$ cat src/verilog/cpuPkg.sv
`default_nettype none

// Datapath-wide definitions shared by the execute slice and its testbench
package cpuPkg;

    // Register number width: 32 registers, r0 reads as zero
    localparam int regAddrWidth = 5;

    // ALU operation select, driven by decode as aluCtrlE
    typedef enum logic [2:0] {
        opAdd = 3'd0,   // a + b, wraps
        opSub = 3'd1,   // a - b, wraps
        opAnd = 3'd2,
        opOr  = 3'd3,
        opXor = 3'd4,
        opSlt = 3'd5,   // Signed a < b gives 1
        opSll = 3'd6,   // Shift by b[3:0]
        opSrl = 3'd7    // Logical shift by b[3:0]
    } aluOp;

    // Branch compare is done as opSub followed by a test of the zero flag,
    // so no separate compare opcode is needed

endpackage : cpuPkg

`default_nettype wire

$ cat src/verilog/ctrlPkg.sv
`default_nettype none

// Pipeline control encodings
package ctrlPkg;

    // Operand source for the execute stage
    typedef enum logic [1:0] {
        fwdReg = 2'd0,  // Value read by decode
        fwdWb  = 2'd1,  // Writeback result
        fwdMem = 2'd2   // ALU result sitting in the memory stage
    } fwdSel;

    // Writeback value source
    typedef enum logic {srcAlu = 1'b0, srcMem = 1'b1} resultSrc;

endpackage : ctrlPkg

`default_nettype wire

$ cat src/verilog/aluUnit.sv
`timescale 1ns/1ps
`default_nettype none

module aluUnit #(
    parameter int dataWidth = 18
) (
    input  logic [dataWidth-1:0] a,
    input  logic [dataWidth-1:0] b,
    input  cpuPkg::aluOp         op,
    output logic [dataWidth-1:0] result,
    output logic                 zero
);
    import cpuPkg::*;

    logic [3:0] shamt;
    logic       lessThan;

    assign shamt    = b[3:0];                    // Only the low 4 bits shift
    assign lessThan = $signed(a) < $signed(b);

    always_comb begin
        case (op)
            opAdd: result = a + b;
            opSub: result = a - b;
            opAnd: result = a & b;
            opOr:  result = a | b;
            opXor: result = a ^ b;
            opSlt: result = {{(dataWidth-1){1'b0}}, lessThan};
            opSll: result = a << shamt;
            opSrl: result = a >> shamt;
            default: result = '0;
        endcase
    end

    // Used by the branch decision in execute
    assign zero = (result == '0);

endmodule : aluUnit

`default_nettype wire

$ cat src/verilog/forwardUnit.sv
`timescale 1ns/1ps
`default_nettype none

module forwardUnit (
    input  logic [cpuPkg::regAddrWidth-1:0] rs1E,
    input  logic [cpuPkg::regAddrWidth-1:0] rs2E,
    input  logic [cpuPkg::regAddrWidth-1:0] rdM,
    input  logic [cpuPkg::regAddrWidth-1:0] rdW,
    input  logic                            regWriteM,
    input  logic                            regWriteW,
    output ctrlPkg::fwdSel                  fwdAE,
    output ctrlPkg::fwdSel                  fwdBE
);
    import ctrlPkg::*;

    logic memLive;  // Memory stage will write a real register
    logic wbLive;

    assign memLive = regWriteM && (rdM != '0);
    assign wbLive  = regWriteW && (rdW != '0);

    // Newer result in memory takes priority over writeback
    always_comb begin
        if (memLive && (rdM == rs1E)) fwdAE = fwdMem;
        else if (wbLive && (rdW == rs1E)) fwdAE = fwdWb;
        else fwdAE = fwdReg;
    end

    always_comb begin
        if (memLive && (rdM == rs2E)) fwdBE = fwdMem;
        else if (wbLive && (rdW == rs2E)) fwdBE = fwdWb;
        else fwdBE = fwdReg;
    end

endmodule : forwardUnit

`default_nettype wire

$ cat src/verilog/execStage.sv
`timescale 1ns/1ps
`default_nettype none

module execStage #(
    parameter int dataWidth = 18,
    parameter int pcWidth   = 9
) (
    input  logic                            clk,
    input  logic                            rst,
    // Control from decode
    input  logic                            regWriteE,
    input  logic                            memWriteE,
    input  logic                            aluSrcE,
    input  logic                            branchE,
    input  logic                            jumpE,
    input  logic                            flushE,
    input  ctrlPkg::resultSrc               resultSrcE,
    input  cpuPkg::aluOp                    aluCtrlE,
    // Operands
    input  logic [dataWidth-1:0]            rd1E,
    input  logic [dataWidth-1:0]            rd2E,
    input  logic [dataWidth-1:0]            immE,
    input  logic [dataWidth-1:0]            resultW,
    input  logic [pcWidth-1:0]              pcE,
    input  logic [cpuPkg::regAddrWidth-1:0] rdE,
    input  ctrlPkg::fwdSel                  fwdAE,
    input  ctrlPkg::fwdSel                  fwdBE,
    // Branch resolution, same cycle
    output logic                            pcSrcE,
    output logic [pcWidth-1:0]              pcTargetE,
    // Memory stage
    output logic                            regWriteM,
    output logic                            memWriteM,
    output ctrlPkg::resultSrc               resultSrcM,
    output logic [cpuPkg::regAddrWidth-1:0] rdM,
    output logic [dataWidth-1:0]            aluResultM,
    output logic [dataWidth-1:0]            writeDataM
);
    import ctrlPkg::*;

    logic [dataWidth-1:0] srcA;
    logic [dataWidth-1:0] srcBFwd;  // Forwarded rs2, also the store data
    logic [dataWidth-1:0] srcB;
    logic [dataWidth-1:0] aluResultE;
    logic                 zeroE;

    // Three-way operand select shared by both ALU inputs
    function automatic logic [dataWidth-1:0] fwdMux(
        input fwdSel                sel,
        input logic [dataWidth-1:0] regVal,
        input logic [dataWidth-1:0] wbVal,
        input logic [dataWidth-1:0] memVal
    );
        case (sel)
            fwdWb:   return wbVal;
            fwdMem:  return memVal;
            default: return regVal;
        endcase
    endfunction

    assign srcA    = fwdMux(fwdAE, rd1E, resultW, aluResultM);
    assign srcBFwd = fwdMux(fwdBE, rd2E, resultW, aluResultM);
    assign srcB    = aluSrcE ? immE : srcBFwd;

    aluUnit #(.dataWidth(dataWidth)) alu (
        .a      (srcA),
        .b      (srcB),
        .op     (aluCtrlE),
        .result (aluResultE),
        .zero   (zeroE)
    );

    assign pcSrcE    = (zeroE & branchE) | jumpE;
    assign pcTargetE = pcE + immE[pcWidth-1:0];  // Wraps at the PC width

    // Execute to memory register; a flush leaves a bubble behind
    always_ff @(posedge clk or negedge rst) begin
        if (!rst) begin
            regWriteM  <= 1'b0;
            memWriteM  <= 1'b0;
            resultSrcM <= srcAlu;
            rdM        <= '0;
            aluResultM <= '0;
            writeDataM <= '0;
        end else begin
            regWriteM  <= regWriteE & ~flushE;
            memWriteM  <= memWriteE & ~flushE;
            resultSrcM <= resultSrcE;
            rdM        <= rdE;
            aluResultM <= aluResultE;
            writeDataM <= srcBFwd;  // Taken before the immediate mux
        end
    end

endmodule : execStage

`default_nettype wire

$ cat src/verilog/memWriteback.sv
`timescale 1ns/1ps
`default_nettype none

module memWriteback #(
    parameter int dataWidth = 18,
    parameter int memDepth  = 32
) (
    input  logic                            clk,
    input  logic                            rst,
    input  logic                            regWriteM,
    input  logic                            memWriteM,
    input  ctrlPkg::resultSrc               resultSrcM,
    input  logic [cpuPkg::regAddrWidth-1:0] rdM,
    input  logic [dataWidth-1:0]            aluResultM,
    input  logic [dataWidth-1:0]            writeDataM,
    output logic [dataWidth-1:0]            resultW,
    output logic [cpuPkg::regAddrWidth-1:0] rdW,
    output logic                            regWriteW
);
    import ctrlPkg::*;

    localparam int addrWidth = $clog2(memDepth);

    logic [dataWidth-1:0] mem [memDepth];
    logic [addrWidth-1:0] addrM;
    logic [dataWidth-1:0] readDataW;
    logic [dataWidth-1:0] aluResultW;
    resultSrc             resultSrcW;

    assign addrM = aluResultM[addrWidth-1:0];  // Word address, upper bits ignored

    // Data memory starts cleared so unwritten words load as zero
    always_ff @(posedge clk or negedge rst) begin
        if (!rst) begin
            for (int i = 0; i < memDepth; i++) begin
                mem[i] <= '0;
            end
        end else if (memWriteM) begin
            mem[addrM] <= writeDataM;
        end
    end

    // Memory to writeback register
    always_ff @(posedge clk or negedge rst) begin
        if (!rst) begin
            regWriteW  <= 1'b0;
            resultSrcW <= srcAlu;
            rdW        <= '0;
            aluResultW <= '0;
            readDataW  <= '0;
        end else begin
            regWriteW  <= regWriteM;
            resultSrcW <= resultSrcM;
            rdW        <= rdM;
            aluResultW <= aluResultM;
            readDataW  <= mem[addrM];  // Registered read
        end
    end

    assign resultW = (resultSrcW == srcMem) ? readDataW : aluResultW;

endmodule : memWriteback

`default_nettype wire

$ cat src/verilog/execCore.sv
`timescale 1ns/1ps
`default_nettype none

module execCore #(
    parameter int dataWidth = 18,
    parameter int pcWidth   = 9,
    parameter int memDepth  = 32
) (
    input  logic                            clk,
    input  logic                            rst,
    input  logic                            regWriteE,
    input  logic                            memWriteE,
    input  ctrlPkg::resultSrc               resultSrcE,
    input  logic                            aluSrcE,
    input  logic                            branchE,
    input  logic                            jumpE,
    input  logic                            flushE,
    input  cpuPkg::aluOp                    aluCtrlE,
    input  logic [dataWidth-1:0]            rd1E,
    input  logic [dataWidth-1:0]            rd2E,
    input  logic [dataWidth-1:0]            immE,
    input  logic [pcWidth-1:0]              pcE,
    input  logic [cpuPkg::regAddrWidth-1:0] rs1E,
    input  logic [cpuPkg::regAddrWidth-1:0] rs2E,
    input  logic [cpuPkg::regAddrWidth-1:0] rdE,
    output logic                            pcSrcE,
    output logic [pcWidth-1:0]              pcTargetE,
    output logic [dataWidth-1:0]            resultW,
    output logic [cpuPkg::regAddrWidth-1:0] rdW,
    output logic                            regWriteW
);
    ctrlPkg::fwdSel                  fwdAE;
    ctrlPkg::fwdSel                  fwdBE;
    logic                            regWriteM;
    logic                            memWriteM;
    ctrlPkg::resultSrc               resultSrcM;
    logic [cpuPkg::regAddrWidth-1:0] rdM;
    logic [dataWidth-1:0]            aluResultM;
    logic [dataWidth-1:0]            writeDataM;

    forwardUnit fwd (
        .rs1E, .rs2E, .rdM, .rdW, .regWriteM, .regWriteW, .fwdAE, .fwdBE
    );

    execStage #(.dataWidth(dataWidth), .pcWidth(pcWidth)) exec (
        .clk, .rst,
        .regWriteE, .memWriteE, .aluSrcE, .branchE, .jumpE, .flushE,
        .resultSrcE, .aluCtrlE,
        .rd1E, .rd2E, .immE, .resultW, .pcE, .rdE, .fwdAE, .fwdBE,
        .pcSrcE, .pcTargetE,
        .regWriteM, .memWriteM, .resultSrcM, .rdM, .aluResultM, .writeDataM
    );

    memWriteback #(.dataWidth(dataWidth), .memDepth(memDepth)) memWb (
        .clk, .rst,
        .regWriteM, .memWriteM, .resultSrcM, .rdM, .aluResultM, .writeDataM,
        .resultW, .rdW, .regWriteW
    );

endmodule : execCore

`default_nettype wire

$ cat config.mk
export PLATFORM = sky130hd
export DESIGN_NAME = execCore
export DESIGN_NICKNAME = d
export VERILOG_FILES = /design/src/verilog/cpuPkg.sv /design/src/verilog/ctrlPkg.sv /design/src/verilog/aluUnit.sv /design/src/verilog/forwardUnit.sv /design/src/verilog/execStage.sv /design/src/verilog/memWriteback.sv /design/src/verilog/execCore.sv
export SDC_FILE = /design/constraint.sdc
export NUM_CORES = 1
export LEC_CHECK = 0
export BUFFER_PORTS_ARGS = -buffer_cell sky130_fd_sc_hd__buf_2
export CAP_MARGIN = 15
export CORE_ASPECT_RATIO = 0.75
export CORE_UTILIZATION = 35
export DETAILED_ROUTE_END_ITERATION = 7
export PLACE_DENSITY_LB_ADDON = 0.25
export SYNTH_ARGS = -nofsm -noshare
export SYNTH_HDL_FRONTEND = slang
export SYNTH_SLANG_ARGS = --single-unit
$ cat constraint.sdc
create_clock -name clk -period 18.3 [get_ports clk]
set_input_delay 1.83 -clock clk [delete_from_list [all_inputs] [get_ports clk]]
set_output_delay 1.83 -clock clk [all_outputs]
set_load 0.05 [all_outputs]
=== After elaboration in Yosys (flattened, before gate mapping) ===
Index checks and enable logic that the tools add are counted.

* Flip-flop bits (word level): 663
* Input port bits: 90
* Output and inout bits: 34
* Word-level logic and storage cells: 101

* Add/subtract/negate cells: 3
* Order comparisons: 3
* Equal/unequal tests: 15
* Shift operators: 2
* Mux-type cells: 15
* Bitwise gates (word level): 9
* Reductions and logical operators: 11

{| class="wikitable"
|+ Operators with widths
! cell !! count
|-
| 576-bit bitwise mux || 1
|-
| 18-bit case mux with 8 select lines || 1
|-
| 18-bit binary-select mux with 5-bit select || 1
|-
| 18-bit demux with 5-bit select || 1
|-
| 18-bit two-way mux || 5
|-
| 18-bit case mux with 2 select lines || 2
|-
| 5-bit equality test || 4
|-
| 18-bit adder || 1
|-
| 18-bit AND || 1
|-
| 18-bit zero test || 1
|-
| 18-bit less-than comparator || 1
|-
| 18-bit OR || 1
|-
| 18-bit by 4-bit << shifter with 18-bit output || 1
|-
| 18-bit by 4-bit right shift with 18-bit output || 1
|-
| 18-bit subtractor || 1
|-
| 18-bit bitwise XOR || 1
|-
| 3-bit equality test, second input constant || 4
|-
| 5-bit nonzero test || 2
|-
| 9-bit adder || 1
|-
| 1-bit logical AND || 7
|-
| 3-bit by 2-bit equality test with 1-bit output, second input constant || 2
|-
| 6-bit >= comparator, second input constant || 1
|-
| 6-bit by 1-bit less-than comparator with 1-bit output, second input constant || 1
|-
| 5-bit NOT with 6-bit output || 1
|-
| 9 further kinds || 15
|}

=== Logic depth before layout (Yosys ltp) ===
Gate-level depths: netlist of the first run.

* Depth in word-level cells: 13
* Depth in mapped cells: 25
* Mapped depth without buffers: 22

=== Cells and area by module ===
A second synthesis of the first run with hierarchy kept.

* Cell total of the unflattened synthesis: 2830
* Area, all modules: 34952.3 µm²

{| class="wikitable"
|+ Modules (own cells, without submodules)
! module !! instances !! cells each !! area each (µm²) !! sequential area each (µm²)
|-
| memWriteback || 1 || 1925 || 27626.5 || 15489.9
|-
| aluUnit || 1 || 631 || 4538.1 || 0.0
|-
| execStage || 1 || 240 || 2529.9 || 1101.1
|-
| forwardUnit || 1 || 34 || 257.7 || 0.0
|}

=== Worst setup path after synthesis of the first run ===
No wires, ideal clock.

* Path type: in2out
* Start point: input port rs2E[4] (netlist name)
* End point: output port pcSrcE
* Arrival: 7.462 ns
* Required time: 16.470 ns
* Path slack: 9.008 ns
* Stages on the path: 23
* Buffers on the path: 4
* Path through: xnor2_1 -> nand2_1 -> nor3_1 -> buf_6 -> mux2_4 -> a221oi_4 -> buf_6 -> buf_2 -> buf_1 -> ha_1 -> nor2b_1 -> o21ai_0 -> a21boi_0 -> a211oi_1 -> o21ai_0 -> nor2b_1 -> or4_1 -> a31o_2 -> a21oi_1 -> o211ai_1 -> xor2_1 -> a21o_1 -> o41ai_2

* Longest elaborated chain between the ends: 12
* Elaborated cells on any way between the ends: 22
* Those cells by class: add/sub: 2; order compare: 1; eq/ne: 4; shift: 2; mux: 5; bitwise: 5; reduce/logical: 3

{| class="wikitable"
|+ Ends and longest elaborated chain
! what !! RTL line !! text
|-
| start: declaration || execCore.sv:24 || <nowiki>input logic [cpuPkg::regAddrWidth-1:0] rs2E,</nowiki>
|-
| 5-bit equality test || forwardUnit.sv:31 || <nowiki>else if (wbLive && (rdW == rs2E)) fwdBE = fwdWb;</nowiki>
|-
| 1-bit logical AND || forwardUnit.sv:31 ||
|-
| 1-bit two-way mux || forwardUnit.sv:31 ||
|-
| 2-bit two-way mux * || forwardUnit.sv:30 || <nowiki>if (memLive && (rdM == rs2E)) fwdBE = fwdMem;</nowiki>
|-
| 2-bit equality test or 2-bit by 1-bit equality test with 1-bit output (tied branches) || execStage.sv:54 || <nowiki>case (sel)</nowiki>
|-
| 18-bit case mux with 2 select lines * || execStage.sv:54 ||
|-
| 18-bit two-way mux * || execStage.sv:63 || <nowiki>assign srcB = aluSrcE ? immE : srcBFwd;</nowiki>
|-
| 18-bit subtractor, or another cell as far along || aluUnit.sv:24 || <nowiki>opSub: result = a - b;</nowiki>
|-
| 18-bit case mux with 8 select lines * || aluUnit.sv:22 || <nowiki>case (op)</nowiki>
|-
| via exec.alu.result[17] || aluUnit.sv:10 || <nowiki>output logic [dataWidth-1:0] result,</nowiki>
|-
| 18-bit zero test * || aluUnit.sv:36 || <nowiki>assign zero = (result == '0);</nowiki>
|-
| 1-bit AND * || execStage.sv:73 || <nowiki>assign pcSrcE = (zeroE & branchE) | jumpE;</nowiki>
|-
| 1-bit OR * || execStage.sv:73 ||
|-
| end: declaration || execCore.sv:26 || <nowiki>output logic pcSrcE,</nowiki>
|}

Mark *: on every way through the listed nets, which the timed path passes. The rest lies on a longest branch.

=== Worst setup path in the final report of the first run ===
Ends and elaborated chain as after synthesis.

==> results of run 1 <==
==> cells in the mapped netlist (5+ instances only) <==
cell type,count,area [sq um]
dfrtp_1,663,16590
mux2_2,600,6756
clkbuf_1,157,589.3
mux4_2,145,3266
nor2_1,99,371.6
nand2_1,90,337.8
a22oi_1,79,593.1
mux2i_1,70,700.7
ha_1,63,788.3
o21ai_0,56,280.3
a21oi_1,53,265.3
inv_1,53,198.9
xnor2_1,27,236.5
buf_1,23,86.33
nand4_1,23,143.9
nand2b_1,20,125.1
nor3_1,20,100.1
nand3_1,18,90.09
o22ai_1,16,100.1
xor2_1,16,140.1
o221a_2,15,168.9
o211ai_1,12,90.09
o21bai_1,11,82.58
a211oi_1,9,67.56
a21o_1,9,67.56
buf_2,9,45.04
and3_1,8,50.05
nor2b_1,8,50.05
nor4_1,8,50.05
o221ai_1,8,70.07
a2111oi_0,7,61.31
nand3b_1,7,52.55
or2b_1,7,52.55
or3_1,7,43.79
and3b_1,6,52.55
buf_6,6,67.56
a211o_1,5,43.79
a2bb2oi_1,5,43.79
a31oi_1,5,31.28
inv_2,5,18.77
==> per-stage QoR <==
stage | worst slack, ns | cell area [sq um] | cells | hold WS (ns) | utilization [%]
finish | 7.913 | 38280 | 3896 | 0.3464 | 40.02
global route | 7.591 | 38280 | 3895 | 0.3612 | 40.02
CTS | 8.098 | 38240 | 3893 | 0.3492 | 39.99
detailed placement | 8.148 | 35910 | 3771 | 0.3364 | 37.54
global placement | 8.248 | 35900 | 3770 | 0.3322 | 37.54
floorplan | 9.008 | 33920 | 2536 | 0.3312 | -
==> worst max path at each step <==
| stage | from | to | slack, ns | cells past startpoint |
|---|---|---|---|---|
| finish | rs2E[4] | pcSrcE | 7.91 | 25 |
| global placement | rs2E[4] | pcSrcE | 8.25 | 25 |
| detailed placement | rs2E[4] | pcSrcE | 8.15 | 25 |
| CTS | rs2E[4] | pcSrcE | 8.10 | 25 |
| global route | rs2E[4] | pcSrcE | 7.59 | 25 |
| floorplan | rs2E[4] | pcSrcE | 9.01 | 23 |
==> worst reg2reg max path, cell delays in order (launching register included) <==
cell and delay [ns]:
dfrtp_1 0.44, or4_1 0.56, o21ai_2 0.21, nor3_2 0.08, buf_4 0.25, mux2_2 0.37, a221oi_4 0.24, buf_4 0.40
inv_2 0.39, ha_1 0.36, nor2b_1 0.10, o21ai_0 0.09, a21boi_0 0.79, a211oi_1 0.34, o21ai_0 0.30, nor2b_1 0.34
or4_1 0.17, a31o_2 0.18, a21oi_1 0.07, o211ai_1 0.24, xor2_1 0.28, a21o_1 0.20
==> sequential cells by signal (all words and copies together), names as in the netlist, 5 cells and up <==
register          count
exec.aluResultM      18
exec.rdM              5
exec.writeDataM      18
memWb.aluResultW     18
memWb.mem           576
memWb.rdW             5
memWb.readDataW      18
==> routing by layer <==
metal,GRT usage [%],vias to the layer above,part of all wire (%)
met1,32.50,11960,49
met3,4.088,149,5.0
li1,-,9578,-
met2,31.10,576,43
met5,0,-,0.012
met4,6.178,2,2.6
==> placed cells by master (no fill, tap or decap), drive strengths merged, types with 8 or more instances in the layout <==
cell | synthesis | routed
mux2i | 73 | 73
o221ai | 9 | 9
nor4 | 11 | 11
nor3 | 20 | 20
buf | 41 | 184
nand2b | 21 | 21
xor2 | 16 | 16
o221a | 17 | 17
and3 | 8 | 8
o211ai | 12 | 12
nor2b | 8 | 8
nand2 | 90 | 90
o21ai | 58 | 58
a21oi | 53 | 53
a22oi | 79 | 79
nor2 | 100 | 100
mux4 | 145 | 145
a211oi | 9 | 9
inv | 58 | 61
nand4 | 24 | 24
dfrtp | 663 | 663
o21bai | 11 | 11
clkinv | 3 | 13
nand3 | 18 | 18
ha | 63 | 63
clkbuf | 157 | 101
xnor2 | 27 | 27
a21o | 9 | 9
o22ai | 16 | 16
mux2 | 603 | 603
==> power by group <==
| part | internal, mW | leakage, nW | switching (mW) | total, mW |
|---|---|---|---|---|
| clock | 0.857 | 1.14 | 0.610 | 1.47 |
| sequential | 1.89 | 8.75 | 0.252 | 2.15 |
| combinational | 0.638 | 7.32 | 0.564 | 1.20 |
| total | 3.39 | 17.2 | 1.43 | 4.82 |
==> area by class of cell <==
type	instances	area (sq um)	area share (%)
Antenna cell	1	2.502	0.006537
Clock buffer	100	2059	5.380
Sequential cell	663	16600	43.36
Clock inverter	22	275.3	0.7191
Tap cell	1250	1564	4.086
Multi-Input combinational cell	1614	16430	42.91
Timing Repair Buffer	185	1117	2.919
Inverter	61	234.0	0.6112
==> cells by family (layout without fill, tap and decap cells) <==
kind of cell | count (synthesis) | in the layout
AO/OA/AOI/OAI | 336 | 336
XOR/XNOR | 43 | 43
adder cells (fa/ha/maj) | 66 | 66
buffers and inverters | 259 | 368
flip-flops | 663 | 663
multiplexers | 821 | 821
other | 0 | 1
AND/OR/NAND/NOR | 348 | 348
==> impl_metrics.tcl, run 1 <==
set metrics [dict create \
    status "complete, no violations" \
    rsz0062_at_grt "no" \
    min_from "exec.resultSrcM" \
    drv_cap 0 \
    synth-async-reset-ratio_pct 100.0 \
    synth-main-ff-cell "dfrtp_1" \
    htree_num_levels 3 \
    cp_top_family "simple AND/OR/NAND/NOR gates" \
    ys_types 86 \
    first_iter_violations 1795 \
    crit_required_ns 16.47 \
    setup_tns_ns 0 \
    relSlewSlack_pct 21.06 \
    grt_max_degree 167 \
    synth.area.mux_share_pct 31.89 \
    syn_inst 2536 \
    antenna_found_initial 2 \
    routabilityCongestion 0.9450 \
    skew_ns 0.01958 \
    yosysSeqAreaShare_pct 48.91 \
    die-area_sq_mm 0.09818 \
    fp.dieW_um 361.5 \
    dp_hpwl_mm 73.24 \
    clock_path_buffers 3 \
    drc 0 \
    numCtsBuffers 72 \
    crit_slowest_cell "a311oi_1" \
    synth_seq_cells 663 \
    ir_worst_vdd_mv 0.06512 \
    rr_startpoint "memWb.rdW[0]" \
    postRouteAntennaNets 0 \
    routed_wl_mm 105.0 \
    die_y_um 271.6 \
    slew_violations 0 \
    io_pins 124 \
    avgSynthCellArea_sq_um 13.38 \
    drtPass1Iterations 5 \
    path_max_fanout 22 \
    hold_violations 0 \
    crit_type "primary input to output pin" \
    layout.nets 2753 \
    worstPathArrival_ns 8.56 \
    reg2reg_slack_ns 11.85 \
    whs_endpoint "memWb.resultSrcW" \
    yosys_warnings 0 \
    post_cts_resized 0 \
    wire_per_inst_um 26.96 \
    cp-end-kind "output pin" \
    core_sq_mm 0.09564 \
    p_total_mw 4.815 \
    p_per_area_mw_per_mm2 125.8 \
    grt_pass1_wl_mm 157.9 \
    fmax_ghz 0.09627 \
    vias 22265 \
    synth_compound_gate_area_share_pct 7.337 \
    cts_tree "done" \
    row_count 98 \
    clock_latency_ns 0.64 \
    cts_root_buf "clkbuf_16" \
    synth_fa_ha_area_share_pct 2.501 \
    place.port_buffers 123 \
    synth_xor_area_share_pct 1.110 \
    worstMarginPinSlew_ns 1.184 \
    path_buf_inv 5 \
    cts_hold_buf 0 \
    post_cts_buffers 0 \
    grt_pass1_vias 23456 \
    synth_edf_count 0 \
    final.fill_count 8967 \
    syn2layout_area_growth_pct 12.85 \
    grt_util_all_layers_pct 21.51 \
    synth_top_family_by_area "multiplexers" \
    cpPeakStageDelay_ns 0.69 \
    whs_path_depth 0 \
    synth_area_sq_mm 0.03392 \
    vias_per_cell 5.715 \
    p_leak_nw 17.20 \
    rr_endpoint "exec.aluResultM[17]" \
    clkSlewWorstSetupHoldPaths_ns 0.06 \
    hp-class "register to register" \
    period_share_pct 56.76 \
    reg2regPathDepth 21 \
    start_util_pct 35.47 \
    grt_overflow 0 \
    synth_nets 2692 \
    setup_viol 0 \
    drive_gt1_share_pct 42.19 \
    period_minus_slack_ns 10.39 \
    synth_simple_gate_area_share_pct 5.168 \
    start_kind "primary input" \
    cts.sinks 663 \
]
No activity file was read; power rests on OpenSTA's default activity.
==> run 2: changes to the inputs <==
==> constraint.sdc (replaced) <==
create_clock -name clk -period 10.02 [get_ports clk]
set_input_delay 1.002 -clock clk [delete_from_list [all_inputs] [get_ports clk]]
set_output_delay 1.002 -clock clk [all_outputs]
set_load 0.05 [all_outputs]
==> run 2 against run 1 <==
Compared with the run above:
- first-iteration DRC count is 6.2% higher
- clock skew up 0.0040 ns
- non-clock buffer count is 1 higher
- register-to-register slack lost 8.0 ns
- flip-flop and latch count is the same
- critical path depth unchanged
- final cell count about the same
- critical path type is now register to output pin
- largest power group unchanged
==> impl_metrics.tcl, run 2 (same netlist as run 1, synthesis figures left out) <==
set metrics [dict create \
    die_y_um 271.6 \
    largest_register_ffs 576 \
    relSlewSlack_pct 20.22 \
    crit_type "register to output pin" \
    hold_violations 0 \
    core_sq_mm 0.09564 \
    start_util_pct 35.47 \
    io_pins 124 \
    drc 0 \
    fmax_ghz 0.1176 \
    combPwrFrac_pct 24.8 \
    dp_hpwl_mm 71.40 \
    first_iter_violations 1907 \
    syn2layout_area_growth_pct 13.24 \
    rr_endpoint "exec.aluResultM[17]" \
    routabilityCongestion 0.9596 \
    die-area_sq_mm 0.09818 \
    crit_required_ns 9.02 \
    cts_hold_buf 0 \
    row_count 98 \
    grt_overflow 0 \
    drive_gt1_share_pct 42.46 \
    min_from "exec.resultSrcM" \
    whs_path_depth 0 \
    antenna_found_initial 3 \
    post_cts_resized 0 \
    seqPwrFrac_pct 44.6 \
    netSwitchingPower_mw 2.619 \
    period_minus_slack_ns 8.505 \
    cts.sinks 663 \
    htree_num_levels 3 \
    cpPeakStageDelay_ns 0.59 \
    rr_startpoint "memWb.rdW[0]" \
    p_total_mw 8.799 \
    vias_per_cell 5.677 \
    layout_commonest_cell "dfrtp_1" \
    path_max_fanout 40 \
    setup_slack_ns 1.515 \
    layout_common_cells "dfrtp_1 (661), mux2_2 (600), mux4_2 (145), buf_2 (122), nand2_1 (90)" \
    whs_endpoint "memWb.resultSrcW" \
    routed_wl_mm 102.5 \
    largest-register "memWb.mem" \
    layout.nets 2752 \
    slew_violations 0 \
    status "complete, no violations" \
    cts_root_buf "clkbuf_16" \
    worstMarginPinSlew_ns 1.197 \
    path_buf_inv 6 \
    numCtsBuffers 70 \
    clockPowerShare_pct 30.7 \
    clock_latency_ns 0.64 \
    start_kind "register" \
    clkSlewWorstSetupHoldPaths_ns 0.07 \
    setup_viol 0 \
    wire_per_inst_um 26.29 \
    postRouteAntennaNets 0 \
    rsz0062_at_grt "no" \
    worstPathArrival_ns 7.50 \
    period_share_pct 84.88 \
    skew_ns 0.02360 \
    intPower_mw 6.179 \
    post_cts_buffers 0 \
    antenna_cells 0 \
    reg2regPathDepth 22 \
    cp_num_cells 25 \
    reg2reg_slack_ns 3.89 \
    crit_slowest_cell "a211oi_1" \
    cts_tree "done" \
    post-route-util_pct 40.16 \
    dpl_worst_slack_ns 1.807 \
    drv_cap 0 \
    drtPass1Iterations 5 \
    p_per_area_mw_per_mm2 229.1 \
    switching_share_pct 29.77 \
    p_leak_nw 17.28 \
    cp_top_family "simple AND/OR/NAND/NOR gates" \
    setup_tns_ns 0 \
    grt_pass1_vias 23234 \
    vias 22123 \
    clock_path_buffers 3 \
    hp-class "register to register" \
    ir_worst_vdd_mv 0.1326 \
    fin_area_sq_mm 0.03841 \
    post_dp_cell_area_sq_mm 0.03593 \
    critPathMostFrequentCell "buf_4" \
    grt_pass1_wl_mm 154.9 \
    grt_util_all_layers_pct 20.82 \
    cp-end-kind "output pin" \
    fp.dieW_um 361.5 \
    grt_max_degree 185 \
    place.port_buffers 123 \
]
run 2: changes by cell type in the layout (fill, tap and decap cells not counted), sizes merged:
| cell | before | now |
|---|---|---|
| buf | 184 | 186 |
| clkbuf | 101 | 96 |
| clkinv | 13 | 20 |
| clkinvlp | 4 | 1 |
| diode | 1 | 0 |
| inv | 61 | 62 |
run 2: worst register-to-register path: stages, from the launching register on:
cell and delay [ns]:
dfrtp_1 0.42, or4_1 0.56, o21ai_2 0.18, nor3_2 0.06, buf_4 0.25, mux2_2 0.37, a221oi_4 0.26, buf_4 0.40
inv_2 0.07, buf_4 0.27, ha_1 0.28, nor2b_1 0.11, o21ai_0 0.11, a21boi_0 0.77, a211oi_1 0.30, o21ai_0 0.29
nor2b_1 0.30, or4_1 0.16, a31o_2 0.16, a21oi_1 0.07, o211ai_1 0.28, xor2_1 0.12, a21o_1 0.22
run 2: worst max-delay path by stage:
stage	from	end	slack (ns)
2_1_floorplan	rs2E[4]	pcSrcE	2.38
6_report	exec.rdM[3]	pcSrcE	1.51
5_1_grt	exec.rdM[3]	pcSrcE	1.17
3_3_place_gp	rs2E[3]	pcSrcE	1.88
3_5_place_dp	rs2E[4]	pcSrcE	1.81
4_1_cts	exec.rdM[3]	pcSrcE	1.62
run 2: per-layer routing:
metal | track usage, % | up-vias | part of all wire (%)
li1 | - | 9553 | -
met1 | 31.89 | 11889 | 49
met2 | 30.62 | 545 | 44
met3 | 2.864 | 136 | 4.4
met4 | 5.575 | 0 | 2.6
met5 | 0 | - | 0
run 2: per-stage QoR:
| step | hold slack (ns) | cells |
|---|---|---|
| 6_report | 0.3524 | 3897 |
| 5_1_grt | 0.3687 | 3897 |
| 4_1_cts | 0.3549 | 3894 |
| 3_5_place_dp | 0.3397 | 3771 |
| 3_3_place_gp | 0.3346 | 3770 |
| 2_1_floorplan | 0.3312 | 2536 |
run 2: final cells by class:
| class | instances | area [sq um] |
|---|---|---|
| multi-input combinational | 1614 | 16410 |
| clock buffer | 96 | 1999 |
| inverter | 61 | 234.0 |
| fill | 8918 | 57230 |
| timing repair buffer | 186 | 1200 |
| clock inverter | 27 | 404.1 |
| sequential | 663 | 16600 |
| tap | 1250 | 1564 |
run 2: power by group through the flow:
stage	clock (mW)	combinational (mW)	sequential, mW
2_1_floorplan	0	1.68	3.74
3_3_place_gp	0	2.13	3.90
3_5_place_dp	0	2.18	3.97
4_1_cts	2.77	2.19	3.93
5_1_grt	2.88	2.33	4.03
6_report	2.70	2.18	3.92
